<file path="config.mk">
export PLATFORM = sky130hd
export DESIGN_NAME = supervised_synapse316
export DESIGN_NICKNAME = d
export VERILOG_FILES = /design/src/source/synapse_pkg.sv /design/src/source/synapse316.sv /design/src/source/async_serial.sv /design/src/source/visor.sv /design/src/source/supervised_synapse316.sv
export SDC_FILE = /design/constraint.sdc
export NUM_CORES = 1
export LEC_CHECK = 0
export BUFFER_PORTS_ARGS = -buffer_cell sky130_fd_sc_hd__buf_4
export CAP_MARGIN = 20
export CORE_UTILIZATION = 45
export DETAILED_ROUTE_END_ITERATION = 12
export PLACE_DENSITY = 0.63
export SKIP_CTS_REPAIR_TIMING = 1
export SYNTH_ARGS = -nofsm -noshare
export SYNTH_HDL_FRONTEND = slang
export SYNTH_SLANG_ARGS = --single-unit
</file>
<file path="constraint.sdc">
create_clock -name sysclk -period 5.5 [get_ports sysclk]
set_input_delay 0.275 -clock sysclk [delete_from_list [all_inputs] [get_ports sysclk]]
set_output_delay 0.275 -clock sysclk [all_outputs]
set_load 0.01 [all_outputs]
</file>
<file path="src/source/synapse_pkg.sv">
package synapse_pkg;

    // register file
    localparam int top_reg = 7;
    localparam int debug_peek_reg = top_reg;
    localparam int word_w = 16;

    // program memory
    localparam int prog_depth = 64;
    localparam int prog_aw = $clog2(prog_depth);

    // serial bit period in sysclk cycles
    localparam int baud_div = 8;
    localparam int baud_cnt_w = $clog2(baud_div);
    localparam logic [baud_cnt_w-1:0] baud_last = baud_cnt_w'(baud_div - 1);
    // mid-bit point of the start bit
    localparam logic [baud_cnt_w-1:0] baud_half = baud_cnt_w'(baud_div / 2 - 1);

    // top nibble of an instruction word
    typedef enum logic [3:0] {
        op_nop = 4'h0,
        op_ldi = 4'h1,
        op_rd  = 4'h2,
        op_wr  = 4'h3,
        op_add = 4'h4,
        op_jmp = 4'h5,
        op_hlt = 4'hf
    } opcode_t;

    // host command bytes, printable for terminal use
    typedef enum logic [7:0] {
        cmd_halt = 8'h48,
        cmd_run  = 8'h52,
        cmd_load = 8'h4c,
        cmd_peek = 8'h50,
        cmd_avwr = 8'h57
    } visor_cmd_t;

endpackage

</file>
<file path="src/source/synapse316.sv">
`timescale 1ns/10ps

module synapse316 (
    input  logic                            sysclk,
    input  logic                            arst_n,
    input  logic                            tg_reset,
    input  logic [synapse_pkg::word_w-1:0]  code_in,
    input  logic                            code_ready,
    input  logic [synapse_pkg::word_w-1:0]  r [0:synapse_pkg::top_reg],
    output logic [synapse_pkg::prog_aw-1:0] code_addr,
    output logic [synapse_pkg::top_reg:0]   r_read,
    output logic [synapse_pkg::top_reg:0]   r_load,
    output logic [synapse_pkg::word_w-1:0]  r_load_data
);

    import synapse_pkg::*;

    logic [prog_aw-1:0] pc;
    logic [word_w-1:0]  acc;
    logic               halted;
    logic               exec;
    opcode_t            op;
    logic [7:0]         imm;
    logic [2:0]         idx;
    logic [top_reg:0]   idx_onehot;

    // instruction fields
    assign op  = opcode_t'(code_in[word_w-1 -: 4]);
    assign imm = code_in[7:0];
    assign idx = code_in[2:0];

    // one instruction per cycle with a valid code word
    assign exec = code_ready && !tg_reset && !halted;

    assign code_addr   = pc;
    assign r_load_data = acc;

    always_comb begin
        idx_onehot = '0;
        idx_onehot[idx] = 1'b1;
    end

    // register strobes live only in the execute cycle
    always_comb begin
        r_read = '0;
        r_load = '0;
        if (exec) begin
            case (op)
                op_rd, op_add: begin
                    r_read = idx_onehot;
                end
                op_wr: begin
                    r_load = idx_onehot;
                end
                default: begin
                end
            endcase
        end
    end

    always_ff @(posedge sysclk or negedge arst_n) begin
        if (!arst_n) begin
            pc     <= '0;
            acc    <= '0;
            halted <= 1'b0;
        end else if (tg_reset) begin
            // held by the supervisor
            pc     <= '0;
            acc    <= '0;
            halted <= 1'b0;
        end else if (exec) begin
            // pc wraps at prog_depth by its width
            pc <= pc + 1'b1;
            case (op)
                op_ldi: begin
                    acc <= word_w'(imm);
                end
                op_rd: begin
                    acc <= r[idx];
                end
                op_add: begin
                    acc <= acc + r[idx];
                end
                op_jmp: begin
                    pc <= imm[prog_aw-1:0];
                end
                op_hlt: begin
                    // park on the halt until the next target reset
                    pc     <= pc;
                    halted <= 1'b1;
                end
                default: begin
                end
            endcase
        end
    end

endmodule

</file>
<file path="src/source/async_serial.sv">
`timescale 1ns/10ps

module async_serial (
    input  logic       sysclk,
    input  logic       arst_n,
    input  logic       rx_line,
    input  logic       tx_valid,
    input  logic [7:0] tx_byte,
    output logic       rx_valid,
    output logic [7:0] rx_byte,
    output logic       tx_line,
    output logic       tx_ready
);

    import synapse_pkg::*;

    typedef enum logic [1:0] {
        rx_idle,
        rx_start,
        rx_data,
        rx_stop
    } rx_state_t;

    typedef enum logic {
        tx_idle,
        tx_send
    } tx_state_t;

    rx_state_t             rx_state;
    logic                  rx_meta;
    logic                  rx_sync;
    logic [baud_cnt_w-1:0] rx_cnt;
    logic [2:0]            rx_bit;
    logic                  rx_sample;

    tx_state_t             tx_state;
    logic [9:0]            tx_sh;
    logic [baud_cnt_w-1:0] tx_cnt;
    logic [3:0]            tx_bit;
    logic                  tx_shift;

    // line is asynchronous to sysclk
    always_ff @(posedge sysclk or negedge arst_n) begin
        if (!arst_n) begin
            rx_meta <= 1'b1;
            rx_sync <= 1'b1;
        end else begin
            rx_meta <= rx_line;
            rx_sync <= rx_meta;
        end
    end

    assign rx_sample = (rx_state == rx_data) && (rx_cnt == baud_last);

    always_ff @(posedge sysclk or negedge arst_n) begin
        if (!arst_n) begin
            rx_state <= rx_idle;
            rx_cnt   <= '0;
            rx_bit   <= '0;
            rx_valid <= 1'b0;
        end else begin
            rx_valid <= 1'b0;
            case (rx_state)
                rx_idle: begin
                    rx_cnt <= '0;
                    if (!rx_sync) begin
                        rx_state <= rx_start;
                    end
                end
                rx_start: begin
                    if (rx_cnt == baud_half) begin
                        rx_cnt <= '0;
                        rx_bit <= '0;
                        // a short glitch is not a start bit
                        rx_state <= rx_sync ? rx_idle : rx_data;
                    end else begin
                        rx_cnt <= rx_cnt + 1'b1;
                    end
                end
                rx_data: begin
                    if (rx_cnt == baud_last) begin
                        rx_cnt <= '0;
                        rx_bit <= rx_bit + 1'b1;
                        if (rx_bit == 3'd7) begin
                            rx_state <= rx_stop;
                        end
                    end else begin
                        rx_cnt <= rx_cnt + 1'b1;
                    end
                end
                default: begin
                    if (rx_cnt == baud_last) begin
                        // framing error drops the byte
                        rx_valid <= rx_sync;
                        rx_state <= rx_idle;
                    end else begin
                        rx_cnt <= rx_cnt + 1'b1;
                    end
                end
            endcase
        end
    end

    // lsb first
    always_ff @(posedge sysclk) begin
        if (rx_sample) begin
            rx_byte <= {rx_sync, rx_byte[7:1]};
        end
    end

    assign tx_ready = (tx_state == tx_idle);
    assign tx_line  = (tx_state == tx_send) ? tx_sh[0] : 1'b1;
    assign tx_shift = (tx_state == tx_send) && (tx_cnt == baud_last);

    always_ff @(posedge sysclk or negedge arst_n) begin
        if (!arst_n) begin
            tx_state <= tx_idle;
            tx_cnt   <= '0;
            tx_bit   <= '0;
        end else if (tx_state == tx_idle) begin
            tx_cnt <= '0;
            tx_bit <= '0;
            if (tx_valid) begin
                tx_state <= tx_send;
            end
        end else if (tx_shift) begin
            tx_cnt <= '0;
            tx_bit <= tx_bit + 1'b1;
            // start, eight data bits, stop
            if (tx_bit == 4'd9) begin
                tx_state <= tx_idle;
            end
        end else begin
            tx_cnt <= tx_cnt + 1'b1;
        end
    end

    always_ff @(posedge sysclk) begin
        if (tx_valid && tx_ready) begin
            tx_sh <= {1'b1, tx_byte, 1'b0};
        end else if (tx_shift) begin
            tx_sh <= {1'b1, tx_sh[9:1]};
        end
    end

endmodule

</file>
<file path="src/source/visor.sv">
`timescale 1ns/10ps

module visor (
    input  logic                            sysclk,
    input  logic                            arst_n,
    input  logic                            mcu_wait,
    input  logic [synapse_pkg::prog_aw-1:0] tg_code_addr,
    input  logic                            peek_load,
    input  logic [synapse_pkg::word_w-1:0]  peek_wdata,
    input  logic                            async_rx_line,
    input  logic                            av_waitrequest,
    output logic [synapse_pkg::word_w-1:0]  tg_code_in,
    output logic                            tg_code_ready,
    output logic                            tg_reset,
    output logic [synapse_pkg::word_w-1:0]  peek_data,
    output logic                            async_tx_line,
    output logic [synapse_pkg::word_w-1:0]  av_address,
    output logic [synapse_pkg::word_w-1:0]  av_writedata,
    output logic                            av_write
);

    import synapse_pkg::*;

    typedef enum logic {
        ps_cmd,
        ps_arg
    } parse_state_t;

    typedef enum logic [1:0] {
        pk_idle,
        pk_hi,
        pk_lo
    } peek_state_t;

    logic              rx_valid;
    logic [7:0]        rx_byte;
    logic              tx_valid;
    logic [7:0]        tx_byte;
    logic              tx_ready;
    visor_cmd_t        rx_cmd;
    parse_state_t      pstate;
    visor_cmd_t        cur_cmd;
    logic [1:0]        arg_cnt;
    logic [23:0]       args;
    logic              cmd_byte;
    logic              last_arg;
    logic              peek_start;
    peek_state_t       pk_state;
    logic [word_w-1:0] reply_word;
    logic [word_w-1:0] prog_mem [0:prog_depth-1];

    async_serial serial (
        .sysclk   (sysclk),
        .arst_n   (arst_n),
        .rx_line  (async_rx_line),
        .tx_valid (tx_valid),
        .tx_byte  (tx_byte),
        .rx_valid (rx_valid),
        .rx_byte  (rx_byte),
        .tx_line  (async_tx_line),
        .tx_ready (tx_ready)
    );

    // code bus, combinational read
    assign tg_code_in    = prog_mem[tg_code_addr];
    assign tg_code_ready = !tg_reset && !mcu_wait;

    // parser takes every byte, a serial byte cannot wait
    assign rx_cmd     = visor_cmd_t'(rx_byte);
    assign cmd_byte   = rx_valid && (pstate == ps_cmd);
    assign last_arg   = rx_valid && (pstate == ps_arg) && (arg_cnt == 2'd0);
    assign peek_start = cmd_byte && (rx_cmd == cmd_peek) && (pk_state == pk_idle);

    always_ff @(posedge sysclk or negedge arst_n) begin
        if (!arst_n) begin
            pstate   <= ps_cmd;
            cur_cmd  <= cmd_halt;
            arg_cnt  <= '0;
            tg_reset <= 1'b1;
        end else if (cmd_byte) begin
            case (rx_cmd)
                cmd_halt: begin
                    tg_reset <= 1'b1;
                end
                cmd_run: begin
                    tg_reset <= 1'b0;
                end
                cmd_load: begin
                    pstate  <= ps_arg;
                    cur_cmd <= cmd_load;
                    arg_cnt <= 2'd2;
                end
                cmd_avwr: begin
                    // one bus write in flight at a time
                    if (!av_write) begin
                        pstate  <= ps_arg;
                        cur_cmd <= cmd_avwr;
                        arg_cnt <= 2'd3;
                    end
                end
                default: begin
                end
            endcase
        end else if (rx_valid && (pstate == ps_arg)) begin
            arg_cnt <= arg_cnt - 1'b1;
            if (arg_cnt == 2'd0) begin
                pstate <= ps_cmd;
            end
        end
    end

    // last three bytes seen, the newest one comes straight from rx_byte
    always_ff @(posedge sysclk) begin
        if (rx_valid) begin
            args <= {args[15:0], rx_byte};
        end
    end

    // load: address, data high, data low
    always_ff @(posedge sysclk) begin
        if (last_arg && (cur_cmd == cmd_load)) begin
            prog_mem[args[8 +: prog_aw]] <= {args[7:0], rx_byte};
        end
    end

    always_ff @(posedge sysclk or negedge arst_n) begin
        if (!arst_n) begin
            av_write <= 1'b0;
        end else if (last_arg && (cur_cmd == cmd_avwr)) begin
            av_write <= 1'b1;
        end else if (av_write && !av_waitrequest) begin
            av_write <= 1'b0;
        end
    end

    always_ff @(posedge sysclk) begin
        if (last_arg && (cur_cmd == cmd_avwr)) begin
            av_address   <= args[23:8];
            av_writedata <= {args[7:0], rx_byte};
        end
    end

    // peek register, written by the target as r7
    always_ff @(posedge sysclk or negedge arst_n) begin
        if (!arst_n) begin
            peek_data <= '0;
        end else if (peek_load) begin
            peek_data <= peek_wdata;
        end
    end

    always_ff @(posedge sysclk or negedge arst_n) begin
        if (!arst_n) begin
            pk_state <= pk_idle;
        end else begin
            case (pk_state)
                pk_idle: begin
                    if (peek_start) begin
                        pk_state <= pk_hi;
                    end
                end
                pk_hi: begin
                    if (tx_ready) begin
                        pk_state <= pk_lo;
                    end
                end
                pk_lo: begin
                    // waits out the high byte frame
                    if (tx_ready) begin
                        pk_state <= pk_idle;
                    end
                end
                default: begin
                    pk_state <= pk_idle;
                end
            endcase
        end
    end

    always_ff @(posedge sysclk) begin
        if (peek_start) begin
            reply_word <= peek_data;
        end
    end

    assign tx_valid = (pk_state != pk_idle);
    assign tx_byte  = (pk_state == pk_hi) ? reply_word[15:8] : reply_word[7:0];

endmodule

</file>
<file path="src/source/supervised_synapse316.sv">
`timescale 1ns/10ps

module supervised_synapse316 (
    input  logic                           sysclk,
    input  logic                           arst_n,
    input  logic                           mcu_wait,
    input  logic [synapse_pkg::word_w-1:0] r [0:synapse_pkg::top_reg],
    output logic [synapse_pkg::top_reg:0]  r_read,
    output logic [synapse_pkg::top_reg:0]  r_load,
    output logic [synapse_pkg::word_w-1:0] r_load_data,
    input  logic                           dbg_async_rx_line,
    output logic                           dbg_async_tx_line,
    output logic [synapse_pkg::word_w-1:0] dbg_av_address,
    input  logic                           dbg_av_waitrequest,
    output logic [synapse_pkg::word_w-1:0] dbg_av_writedata,
    output logic                           dbg_av_write
);

    import synapse_pkg::*;

    logic [prog_aw-1:0] tg_code_addr;
    logic [word_w-1:0]  tg_code_in;
    logic               tg_code_ready;
    logic               tg_reset;
    wire  [word_w-1:0]  tg_r [0:top_reg];
    logic [top_reg:0]   tg_r_read;
    logic [top_reg:0]   tg_r_load;
    logic [word_w-1:0]  peek_data;

    synapse316 target (
        .sysclk      (sysclk),
        .arst_n      (arst_n),
        .tg_reset    (tg_reset),
        .code_in     (tg_code_in),
        .code_ready  (tg_code_ready),
        .r           (tg_r),
        .code_addr   (tg_code_addr),
        .r_read      (tg_r_read),
        .r_load      (tg_r_load),
        .r_load_data (r_load_data)
    );

    // top register of the file is the visor's peek register
    assign tg_r[debug_peek_reg] = peek_data;
    for (genvar i = 0; i < debug_peek_reg; i++) begin : g_ext_reg
        assign tg_r[i] = r[i];
    end

    // peek accesses never reach the outside strobes
    assign r_read = {1'b0, tg_r_read[debug_peek_reg-1:0]};
    assign r_load = {1'b0, tg_r_load[debug_peek_reg-1:0]};

    visor visr (
        .sysclk         (sysclk),
        .arst_n         (arst_n),
        .mcu_wait       (mcu_wait),
        .tg_code_addr   (tg_code_addr),
        .peek_load      (tg_r_load[debug_peek_reg]),
        .peek_wdata     (r_load_data),
        .async_rx_line  (dbg_async_rx_line),
        .av_waitrequest (dbg_av_waitrequest),
        .tg_code_in     (tg_code_in),
        .tg_code_ready  (tg_code_ready),
        .tg_reset       (tg_reset),
        .peek_data      (peek_data),
        .async_tx_line  (dbg_async_tx_line),
        .av_address     (dbg_av_address),
        .av_writedata   (dbg_av_writedata),
        .av_write       (dbg_av_write)
    );

endmodule

</file>
==> results of run 1 <==
-- cells in the mapped netlist, types with 5 or more instances --
cell	number	area share (%)
sky130_fd_sc_hd__a211oi_1	11	0.22
sky130_fd_sc_hd__a21o_1	16	0.32
sky130_fd_sc_hd__a21oi_1	58	0.76
sky130_fd_sc_hd__a221oi_1	40	0.92
sky130_fd_sc_hd__a22o_1	11	0.25
sky130_fd_sc_hd__a22oi_1	60	1.2
sky130_fd_sc_hd__a2bb2oi_1	5	0.12
sky130_fd_sc_hd__a31oi_1	16	0.26
sky130_fd_sc_hd__and2_1	12	0.20
sky130_fd_sc_hd__and3_1	6	0.099
sky130_fd_sc_hd__buf_1	6	0.059
sky130_fd_sc_hd__buf_2	41	0.54
sky130_fd_sc_hd__buf_4	9	0.18
sky130_fd_sc_hd__buf_6	8	0.24
sky130_fd_sc_hd__clkbuf_1	56	0.55
sky130_fd_sc_hd__dfrtp_1	64	4.2
sky130_fd_sc_hd__edfxtp_1	856	68
sky130_fd_sc_hd__ha_1	35	1.2
sky130_fd_sc_hd__inv_1	18	0.18
sky130_fd_sc_hd__mux2_1	19	0.56
sky130_fd_sc_hd__mux2_2	32	0.95
sky130_fd_sc_hd__mux2i_1	128	3.4
sky130_fd_sc_hd__mux4_2	143	8.5
sky130_fd_sc_hd__nand2_1	99	0.98
sky130_fd_sc_hd__nand2b_1	9	0.15
sky130_fd_sc_hd__nand3_1	56	0.74
sky130_fd_sc_hd__nand4_1	6	0.099
sky130_fd_sc_hd__nor2_1	123	1.2
sky130_fd_sc_hd__nor2b_1	10	0.16
sky130_fd_sc_hd__nor3_1	19	0.25
sky130_fd_sc_hd__nor3b_1	9	0.18
sky130_fd_sc_hd__o21ai_0	76	1.0
sky130_fd_sc_hd__o221ai_1	7	0.16
sky130_fd_sc_hd__o22ai_1	10	0.16
sky130_fd_sc_hd__xnor2_1	7	0.16
sky130_fd_sc_hd__xor2_1	11	0.25
-- placed cells by master, fill, tap and decap left out, types with 13 or more instances in the layout --
cell	instances
sky130_fd_sc_hd__a21o_1	16
sky130_fd_sc_hd__buf_4	402
sky130_fd_sc_hd__ha_1	34
sky130_fd_sc_hd__nor2_1	120
sky130_fd_sc_hd__nand3_1	53
sky130_fd_sc_hd__a22oi_1	56
sky130_fd_sc_hd__a21oi_1	53
sky130_fd_sc_hd__clkinv_1	17
sky130_fd_sc_hd__mux2_1	19
sky130_fd_sc_hd__a31oi_1	15
sky130_fd_sc_hd__clkbuf_1	14
sky130_fd_sc_hd__nor3_1	18
sky130_fd_sc_hd__o21ai_0	72
sky130_fd_sc_hd__a221oi_1	37
sky130_fd_sc_hd__mux4_2	143
sky130_fd_sc_hd__edfxtp_1	856
sky130_fd_sc_hd__mux2_2	32
sky130_fd_sc_hd__dfrtp_1	61
sky130_fd_sc_hd__mux2i_1	127
sky130_fd_sc_hd__inv_1	18
sky130_fd_sc_hd__nand2_1	99
sky130_fd_sc_hd__bufinv_16	13
sky130_fd_sc_hd__clkinv_2	21
sky130_fd_sc_hd__clkbuf_16	99
-- cell type report --
| class | instances | area, sq um | area share, % |
|---|---|---|---|
| Sequential cell | 925 | 27400 | 59.9 |
| Clock inverter | 63 | 699 | 1.53 |
| Clock buffer | 115 | 2530 | 5.53 |
| Inverter | 20 | 75.1 | 0.164 |
| Tap cell | 1134 | 1420 | 3.10 |
| Timing Repair Buffer | 428 | 3450 | 7.53 |
| Multi-Input combinational cell | 1117 | 10200 | 22.3 |
-- routing by layer --
layer	part of all wire, %	wire length (um)	global-route usage (%)	vias to the layer above
met1	41	41100	31.1	11400
met5	0	0	0	-
met3	7.0	7050	4.06	180
met2	49	49000	38.3	940
met4	3.4	3420	7.94	0
li1	-	-	-	9630
-- through the flow --
step	power (mW)	utilization (%)	setup TNS, ns
final	20.0	54.8	0
after global routing	20.7	54.8	-0.114
after CTS	19.7	54.1	-2.54
after detailed placement	13.1	50.3	-0.499
after global placement	13.0	50.2	-0.333
after floorplan	11.1	-	0
-- logic make-up (layout without fill, tap and decap cells) --
group	count (synthesis)	after routing
xor+xnor	18	18
buf+inv	140	626
simple gates	389	389
mux	322	322
other cells	1	2
fa+ha+maj	36	36
compound gates	350	350
flops	925	925
-- worst max-delay path, cell delays in order, from the launching register on --
cell,delay [ns]
sky130_fd_sc_hd__dfrtp_4,0.46
sky130_fd_sc_hd__buf_4,0.18
sky130_fd_sc_hd__buf_12,0.15
sky130_fd_sc_hd__mux4_2,0.51
sky130_fd_sc_hd__mux4_2,0.54
sky130_fd_sc_hd__a22oi_2,0.20
sky130_fd_sc_hd__nand3_2,0.13
sky130_fd_sc_hd__buf_12,0.17
sky130_fd_sc_hd__buf_4,0.16
sky130_fd_sc_hd__buf_4,0.22
sky130_fd_sc_hd__or3_4,0.48
sky130_fd_sc_hd__o22ai_1,0.22
sky130_fd_sc_hd__a21oi_1,0.18
sky130_fd_sc_hd__ha_1,0.28
sky130_fd_sc_hd__nand2_1,0.09
sky130_fd_sc_hd__nand2b_1,0.06
sky130_fd_sc_hd__a21o_1,0.19
sky130_fd_sc_hd__a221oi_2,0.26
sky130_fd_sc_hd__buf_4,0.16
sky130_fd_sc_hd__xor2_1,0.17
sky130_fd_sc_hd__and4_1,0.21
sky130_fd_sc_hd__a31oi_1,0.05
sky130_fd_sc_hd__a31oi_1,0.19
-- power breakdown --
group	internal, mW	switching, mW
Clock	3.91	2.71
Combinational	2.64	2.92
Sequential	7.67	0.125
-- sequential cells by signal (all words and copies together) (netlist names), 3 cells and up --
signal and flops:
visr.prog_mem 768, visr.args 24, target.r_load_data 16, visr.av_address 16
visr.av_writedata 16, visr.peek_data 16, visr.reply_word 16, visr.serial.tx_sh 9
visr.serial.rx_byte 8, target.code_addr 6, visr.serial.tx_bit 4, visr.cur_cmd 3
visr.serial.rx_bit 3, visr.serial.rx_cnt 3, visr.serial.tx_cnt 3
-- worst max path at each step --
stage	start	to	slack, ns	cells past startpoint
final	target.code_addr[0]	target.r_load_data[15]	0.10	22
after global routing	target.code_addr[0]	target.r_load_data[15]	-0.05	25
after CTS	target.code_addr[2]	target.r_load_data[15]	-0.26	22
after detailed placement	target.code_addr[2]	target.r_load_data[15]	-0.21	22
after global placement	target.code_addr[2]	target.r_load_data[15]	-0.20	22
after floorplan	target.code_addr[0]	target.r_load_data[14]	0.37	23
==> run summary, run 1 <==
The maximum net fanout on the critical path was 18. Leakage dissipation: 16.1 nW. The leading register cell type out of synthesis was sky130_fd_sc_hd__edfxtp_1. The first-iteration detailed-routing DRC count is 2147, and the total of max-cap violations is 0. The area growth from synthesis to layout is 20.4%. The clock period could shrink to 5.40 ns. The largest net degree at the start of global routing is 71, and the CTS clock-pin slew for the worst setup and hold paths is 0.07 ns. The power per standard cell area is 435 mW/mm^2, and the initial antenna violation count is 0. The tools report the clock root buffer master as sky130_fd_sc_hd__clkbuf_16. The antenna diode count is 0.

The tools report the destination of the worst hold path as target.halted. Before antenna repair, the detailed router went through 5 iterations. The total of buffers placed on input and output ports is 180.

Derived from the worst setup path, the maximum achievable clock frequency is 185 MHz. After detailed routing, the number of remaining DRC violations is 0. In this run the cell area measured after placement is 0.0421 sq mm. Using the TritonRoute via totals, the vias-per-cell ratio works out to 5.83. The number of cells on the worst hold path was 4. After synthesis, flip-flops and latches occupy 72.0% of the total area.

At the pin with the least slew margin, the transition time is 1.06 ns. For the area of the mapped netlist, the log shows 0.0381 sq mm. The largest clock skew in the final design is 0.0385 ns, and the CTS H-tree depth is 3. Of the post-synthesis cell area, the part taken by muxes is 13.3%. The total routing resource utilization after global routing is 23.2%. For this run, the number of standard cells in the final layout without fillers is 3802. The post-synthesis cell type count was 90; the area of the placeable core was 0.0837 sq mm. The class of the most critical hold timing path is input pin to flop.

STA classifies the critical path startpoint as a flop. After legalization and detailed placement, the total HPWL measured 66300 um. In this run the critical register-to-register path is launched from target.code_addr[0]. Setup violations remaining at the end of the flow were counted as 0.

The gate count of the mapped netlist is 2181, and the total die area is 0.0858 sq mm. Startpoint of the lowest-slack hold path: mcu_wait. Yosys printed 0 warnings. The worst slack on hold paths came out at -0.0528 ns. In this run the tightest slew margin relative to its limit is 28.9%.

The first global-routing pass estimated 146000 um of wire. The initial utilization of the core area, before any placement, comes to 45.5%. Setup repair after global routing could not meet its margin everywhere. The final layout contains 2757 nets. The xor and xnor area share after synthesis works out to 0.414%. The layout has 6603 filler cells. TritonCTS built the clock tree. The synthesized netlist devotes 6.32% of its cell area to compound gates. Timing analysis after detailed placement gives a worst setup slack of -0.213 ns. The checks that failed: negative hold slack. The worst endpoint required time came out at 6.05 ns. In this run the critical register-to-register path is captured at target.r_load_data[15].

The kind of end point of the critical path is a flop. The final weighted congestion of routability-driven global placement was 0.941. The run gives 0 as the count of final max-slew check failures.

The post-route worst setup slack is 0.103 ns. The worst setup path is of the flop to flop kind. After routing the design area is 0.0458 sq mm. The tools report the maximum number of buffers from clock root to sink as 3. The run gives 0.66 ns as the later-pin clock latency in the skew report. Final critical-path share of the clock period: 98.1%.

The routed length per instance works out to 26.5 um. The adder-cell area share of the yosys netlist works out to 1.20%. The flow ran to the end, but the final reports show violations. Worst-case reg-to-reg path depth: 22.

The number of hold-slack violations in the final timing report is 1, and the total instance count after detailed placement is 3594. The synthesized netlist devotes 4.93% of its cell area to simple gates. The tools report the total wirelength of the detailed-routed design as 101000 um.

The tools report the floorplan row count as 106. The worst register-to-register path has a setup slack of 0.10 ns. For the top-level port count, the log shows 199. In the synthesized netlist the async set-or-reset flop fraction comes to 7.35%. Measured along the x axis, the die boundary spans 293 um. In the final layout, the share of cells above drive strength 1 is 30.5%.

Data arrives at the worst endpoint at 5.95 ns. The vertical extent of the die is 293 um, and the number of synthesized register bits is 925. Across the VDD grid, the largest voltage drop is 0.277 mV. The run gives 0 as the total global routing overflow. The run gives 22100 as the via count of the first global-routing pass. The clock net sink count was 925; the mean area per synthesized cell was 17.5 sq um. Number of synthesized flops with an enable pin: 856. After synthesis, the largest family of logic cells by area is multiplexers. The clock buffer count from CTS was 96.

Across all layers, the routed design uses 22200 vias. The detail route stage leaves a number of antenna-violating nets equal to 0.
Power figures use the tool's default switching activity.
==> inputs of run 2 (changes only) <==
BUFFER_PORTS_ARGS = -buffer_cell sky130_fd_sc_hd__buf_2   (was -buffer_cell sky130_fd_sc_hd__buf_4)
==> run 2 against run 1 <==
Net effect: maximum frequency increased by 0.92%; total power shrank 2.1%; the flow still finishes with violations (negative hold slack); combinational power is essentially flat; global-route usage down 0.17 points; hold slack better by 0.045 ns; design area down 1.2%; cell count rose by 0.39%; critical endpoint unchanged; first-iteration DRC count down 5.4%.
==> run summary, run 2 (synthesis gave the netlist of run 1 again) <==
The flow ran to the end, but the final reports show violations. Violations in the final reports: negative hold slack (unchanged). The post-layout total power is 19.5 mW (was 20.0 mW), and the cell count along the critical path is 24 (was 22).

The worst setup timing slack at the placement stage is -0.225 ns (was -0.213 ns). Slowest library cell on the worst path: sky130_fd_sc_hd__dfrtp_4 (was sky130_fd_sc_hd__mux4_2). The tools report the first-pass GRT wire length as 145000 um (was 146000 um).

Setup repair after global routing could not meet its margin everywhere. The leading cell type in the layout, fill and taps excluded is sky130_fd_sc_hd__edfxtp_1 (unchanged). The number of detailed-routing iterations run before antenna repair was 5 (unchanged).

The tools report the post-placement cell area as 0.0419 sq mm (was 0.0421 sq mm). The signal arrival time at the worst endpoint is 5.89 ns (was 5.95 ns), and the fraction of layout instances using a drive strength above 1 is 31.2% (was 30.5%). The initial antenna violation count came out at 3 (was 0). The launch point of the worst path is target.code_addr[0] (unchanged). The antenna diode count came out at 0 (unchanged). The total routing resource utilization after global routing is 23.0% (was 23.2%), and the total global routing overflow is 0 (unchanged).

The largest stage delay on the critical path was 0.55 ns (was 0.54 ns); the number of nets with antenna violations after detailed routing was 0 (unchanged). The transition time at the pin with the least slew margin was 0.994 ns (was 1.06 ns). Logic gate share of total power: 28.5% (was 27.8%). Later-pin clock latency in the skew report: 0.66 ns (about the same). The CTS H-tree depth was 3 (unchanged); the count of buffer and inverter cells on the critical path was 5 (was 6).

The final weighted congestion of routability-driven global placement was 0.939 (was 0.941). The area of the placeable core is 0.0837 sq mm (unchanged), and the slack of the worst reg-to-reg path is 0.15 ns (was 0.10 ns). Number of standard cells in the final layout excluding fillers: 3817 (was 3802).

The vias per cell was 5.78 (was 5.83). For the maximum VDD drop, the log shows 0.286 mV (was 0.277 mV). The design internal power was 13.8 mW (was 14.2 mW); the power per standard cell area was 431 mW/mm^2 (was 435 mW/mm^2). The final critical-path share of the clock period was 97.2% (was 98.1%); the met1 capacity usage during global routing was 30.4% (was 31.1%). For the worst slack on hold paths, the log shows -0.00790 ns (was -0.0528 ns). The worst endpoint required time is 6.05 ns (about the same), and the routing usage on met2 is 38.8% (was 38.3%). For the count of final max-slew check failures, the log shows 0 (unchanged). The layout overhead on the synthesized area is 19.0% (was 20.4%). The total via count in the routed design is 22100 (was 22200), and the portion of total power attributed to the clock network is 31.7% (was 33.2%). The total wirelength of the detailed-routed design was 99200 um (was 101000 um); the horizontal extent of the die was 293 um (unchanged). The critical path's top delay family is compound AO/OA/AOI/OAI gates (unchanged). The total instance count after detailed placement is 3623 (was 3594). The largest clock skew in the final design came out at 0.0445 ns (was 0.0385 ns). The CTS clock-pin slew for the worst setup and hold paths was 0.06 ns (was 0.07 ns).

The floorplan row count is 106 (unchanged), and the total of max-cap violations is 0 (unchanged). Final cell area excluding filler cells: 0.0453 sq mm (was 0.0458 sq mm). The type of origin of the critical path is a flop (unchanged).

The run gives 1 (unchanged) as the number of hold-slack violations in the final timing report. The switching power share of the total is 29.2% (was 28.8%), and the post-layout net count is 2778 (was 2757). The placed wire-length estimate is 65800 um (was 66300 um). The power dissipated by switching net loads was 5.70 mW (was 5.75 mW); the number of design rule violations left after detail routing was 0 (unchanged). The class of the most critical setup path was flop to flop (unchanged). The clock root buffer master was sky130_fd_sc_hd__clkbuf_16 (unchanged). For the via count of the first global-routing pass, the log shows 22000 (was 22100).

List of cells traversed by the critical path: buf_4 > clkbuf_16 > mux4_2 > mux2i_1 > o221a_2 > and2_4 > nor2_4 > buf_4 > mux2i_2 > mux2i_1 > mux2_2 > ha_2 > buf_4 > a211oi_4 > o21ai_2 > nand3_1 > o21ai_1 > o31a_1 > a221oi_2 > buf_4 > xor2_2 > and4_1 > a31oi_1 > a31oi_1 (was buf_4 > buf_12 > mux4_2 > mux4_2 > a22oi_2 > nand3_2 > buf_12 > buf_4 > buf_4 > or3_4 > o22ai_1 > a21oi_1 > ha_1 > nand2_1 > nand2b_1 > a21o_1 > a221oi_2 > buf_4 > xor2_1 > and4_1 > a31oi_1 > a31oi_1). Number of setup violations in the final report: 0 (unchanged). The post-route worst setup slack is 0.152 ns (was 0.103 ns), and the leakage dissipation is 15.9 nW (was 16.1 nW).

The first-iteration detailed-routing DRC count is 2032 (was 2147), and the maximum net fanout on the critical path is 12 (was 18). The vertical extent of the die is 293 um (unchanged), and the maximum number of buffers from clock root to sink is 3 (unchanged). The tools report the clock net sink count as 925 (unchanged). Largest net degree at the start of global routing: 71 (unchanged). The routed length per instance was 26.0 um (was 26.5 um); the worst-case reg-to-reg path depth was 24 (was 22).

The run gives 45.5% (unchanged) as the starting density of the core. The end of the worst register-to-register path was target.r_load_data[15] (unchanged). The minimum clock period is 5.35 ns (was 5.40 ns).

For the met3 usage in global routing, the log shows 4.17% (was 4.06%). The total of buffers placed on input and output ports works out to 180 (unchanged). The class of the most critical hold timing path is input pin to flop (unchanged).

Most frequent cells in the layout: sky130_fd_sc_hd__edfxtp_1, sky130_fd_sc_hd__buf_4, sky130_fd_sc_hd__buf_2 (was sky130_fd_sc_hd__edfxtp_1, sky130_fd_sc_hd__buf_4, sky130_fd_sc_hd__mux4_2). The tools report the endpoint of the most critical setup path as target.r_load_data[15] (unchanged). The maximum frequency from static timing analysis came out at 187 MHz (was 185 MHz). The flip-flop count of the largest register, all copies and words added works out to 768 (unchanged).

Cell seen most often among critical-path stages: sky130_fd_sc_hd__buf_4 (unchanged). The layer with the highest usage after global routing was met2 (unchanged). The top-level port count is 199 (unchanged), and the clock buffer count from CTS is 93 (was 96). The total die area was 0.0858 sq mm (unchanged); the worst max-slew margin expressed relative to the limit was 33.7% (was 28.9%). The tools report the kind of end point of the critical path as a flop (unchanged). TritonCTS built the clock tree. The filler cell count in the final layout was 6568 (was 6603). The startpoint of the lowest-slack register-to-register path was target.code_addr[0] (unchanged). The sequential fraction of design power is 39.9% (was 39.0%).
-- run 2: layer usage --
layer	up-vias	routed length (um)
li1	9662	-
met1	11300	40200
met2	884	49100
met3	170	6850
met4	2	3070
met5	-	20
-- run 2: power by group through the flow --
stage          combinational (mW)  sequential (mW)  clock (mW)
4_1_cts                      5.24             7.80        6.30
6_report                     5.56             7.79        6.19
3_3_place_gp                 5.18             7.94           0
2_1_floorplan                3.25             7.89           0
3_5_place_dp                 5.22             7.94           0
5_1_grt                      5.94             7.80        6.56
-- run 2: area by class of cell --
class	count	area, sq um	area share, %
timing repair buffer	452	3160	6.97
clock buffer	108	2420	5.35
sequential	925	27400	60.6
tap	1134	1420	3.13
multi-input combinational	1117	10200	22.6
clock inverter	61	559	1.23
inverter	20	75.1	0.166
-- run 2: metrics by stage --
| step | setup TNS [ns] | utilization, % | hold slack, ns |
|---|---|---|---|
| after floorplan | 0 | - | -0.0206 |
| after global placement | -0.327 | 50.0 | 0.278 |
| after detailed placement | -0.296 | 50.0 | 0.285 |
| after CTS | -0.405 | 53.6 | -0.425 |
| after global routing | -0.0813 | 54.1 | 0.0288 |
| final | 0 | 54.1 | -0.00790 |
-- run 2: worst reg2reg max path, stage by stage (launching register included) --
cell	delay (ns)
sky130_fd_sc_hd__dfrtp_4	0.55
sky130_fd_sc_hd__buf_4	0.18
sky130_fd_sc_hd__clkbuf_16	0.18
sky130_fd_sc_hd__mux4_2	0.34
sky130_fd_sc_hd__mux2i_1	0.10
sky130_fd_sc_hd__o221a_2	0.37
sky130_fd_sc_hd__and2_4	0.19
sky130_fd_sc_hd__nor2_4	0.25
sky130_fd_sc_hd__buf_4	0.19
sky130_fd_sc_hd__mux2i_2	0.24
sky130_fd_sc_hd__mux2i_1	0.09
sky130_fd_sc_hd__mux2_2	0.31
sky130_fd_sc_hd__ha_2	0.21
sky130_fd_sc_hd__buf_4	0.15
sky130_fd_sc_hd__a211oi_4	0.23
sky130_fd_sc_hd__o21ai_2	0.11
sky130_fd_sc_hd__nand3_1	0.10
sky130_fd_sc_hd__o21ai_1	0.11
sky130_fd_sc_hd__o31a_1	0.34
sky130_fd_sc_hd__a221oi_2	0.28
sky130_fd_sc_hd__buf_4	0.18
sky130_fd_sc_hd__xor2_2	0.16
sky130_fd_sc_hd__and4_1	0.23
sky130_fd_sc_hd__a31oi_1	0.05
sky130_fd_sc_hd__a31oi_1	0.15
-- run 2: how the worst min path moves through the flow --
stage	start	endpoint	slack, ns	depth (start not counted)
after global placement	arst_n	visr.serial.tx_bit[3]	0.28	1
after CTS	arst_n	visr.serial.tx_state	-0.42	1
after floorplan	arst_n	target.code_addr[0]	-0.02	0
after detailed placement	arst_n	visr.serial.tx_bit[3]	0.29	1
after global routing	mcu_wait	target.halted	0.03	4
final	mcu_wait	target.halted	-0.008	4
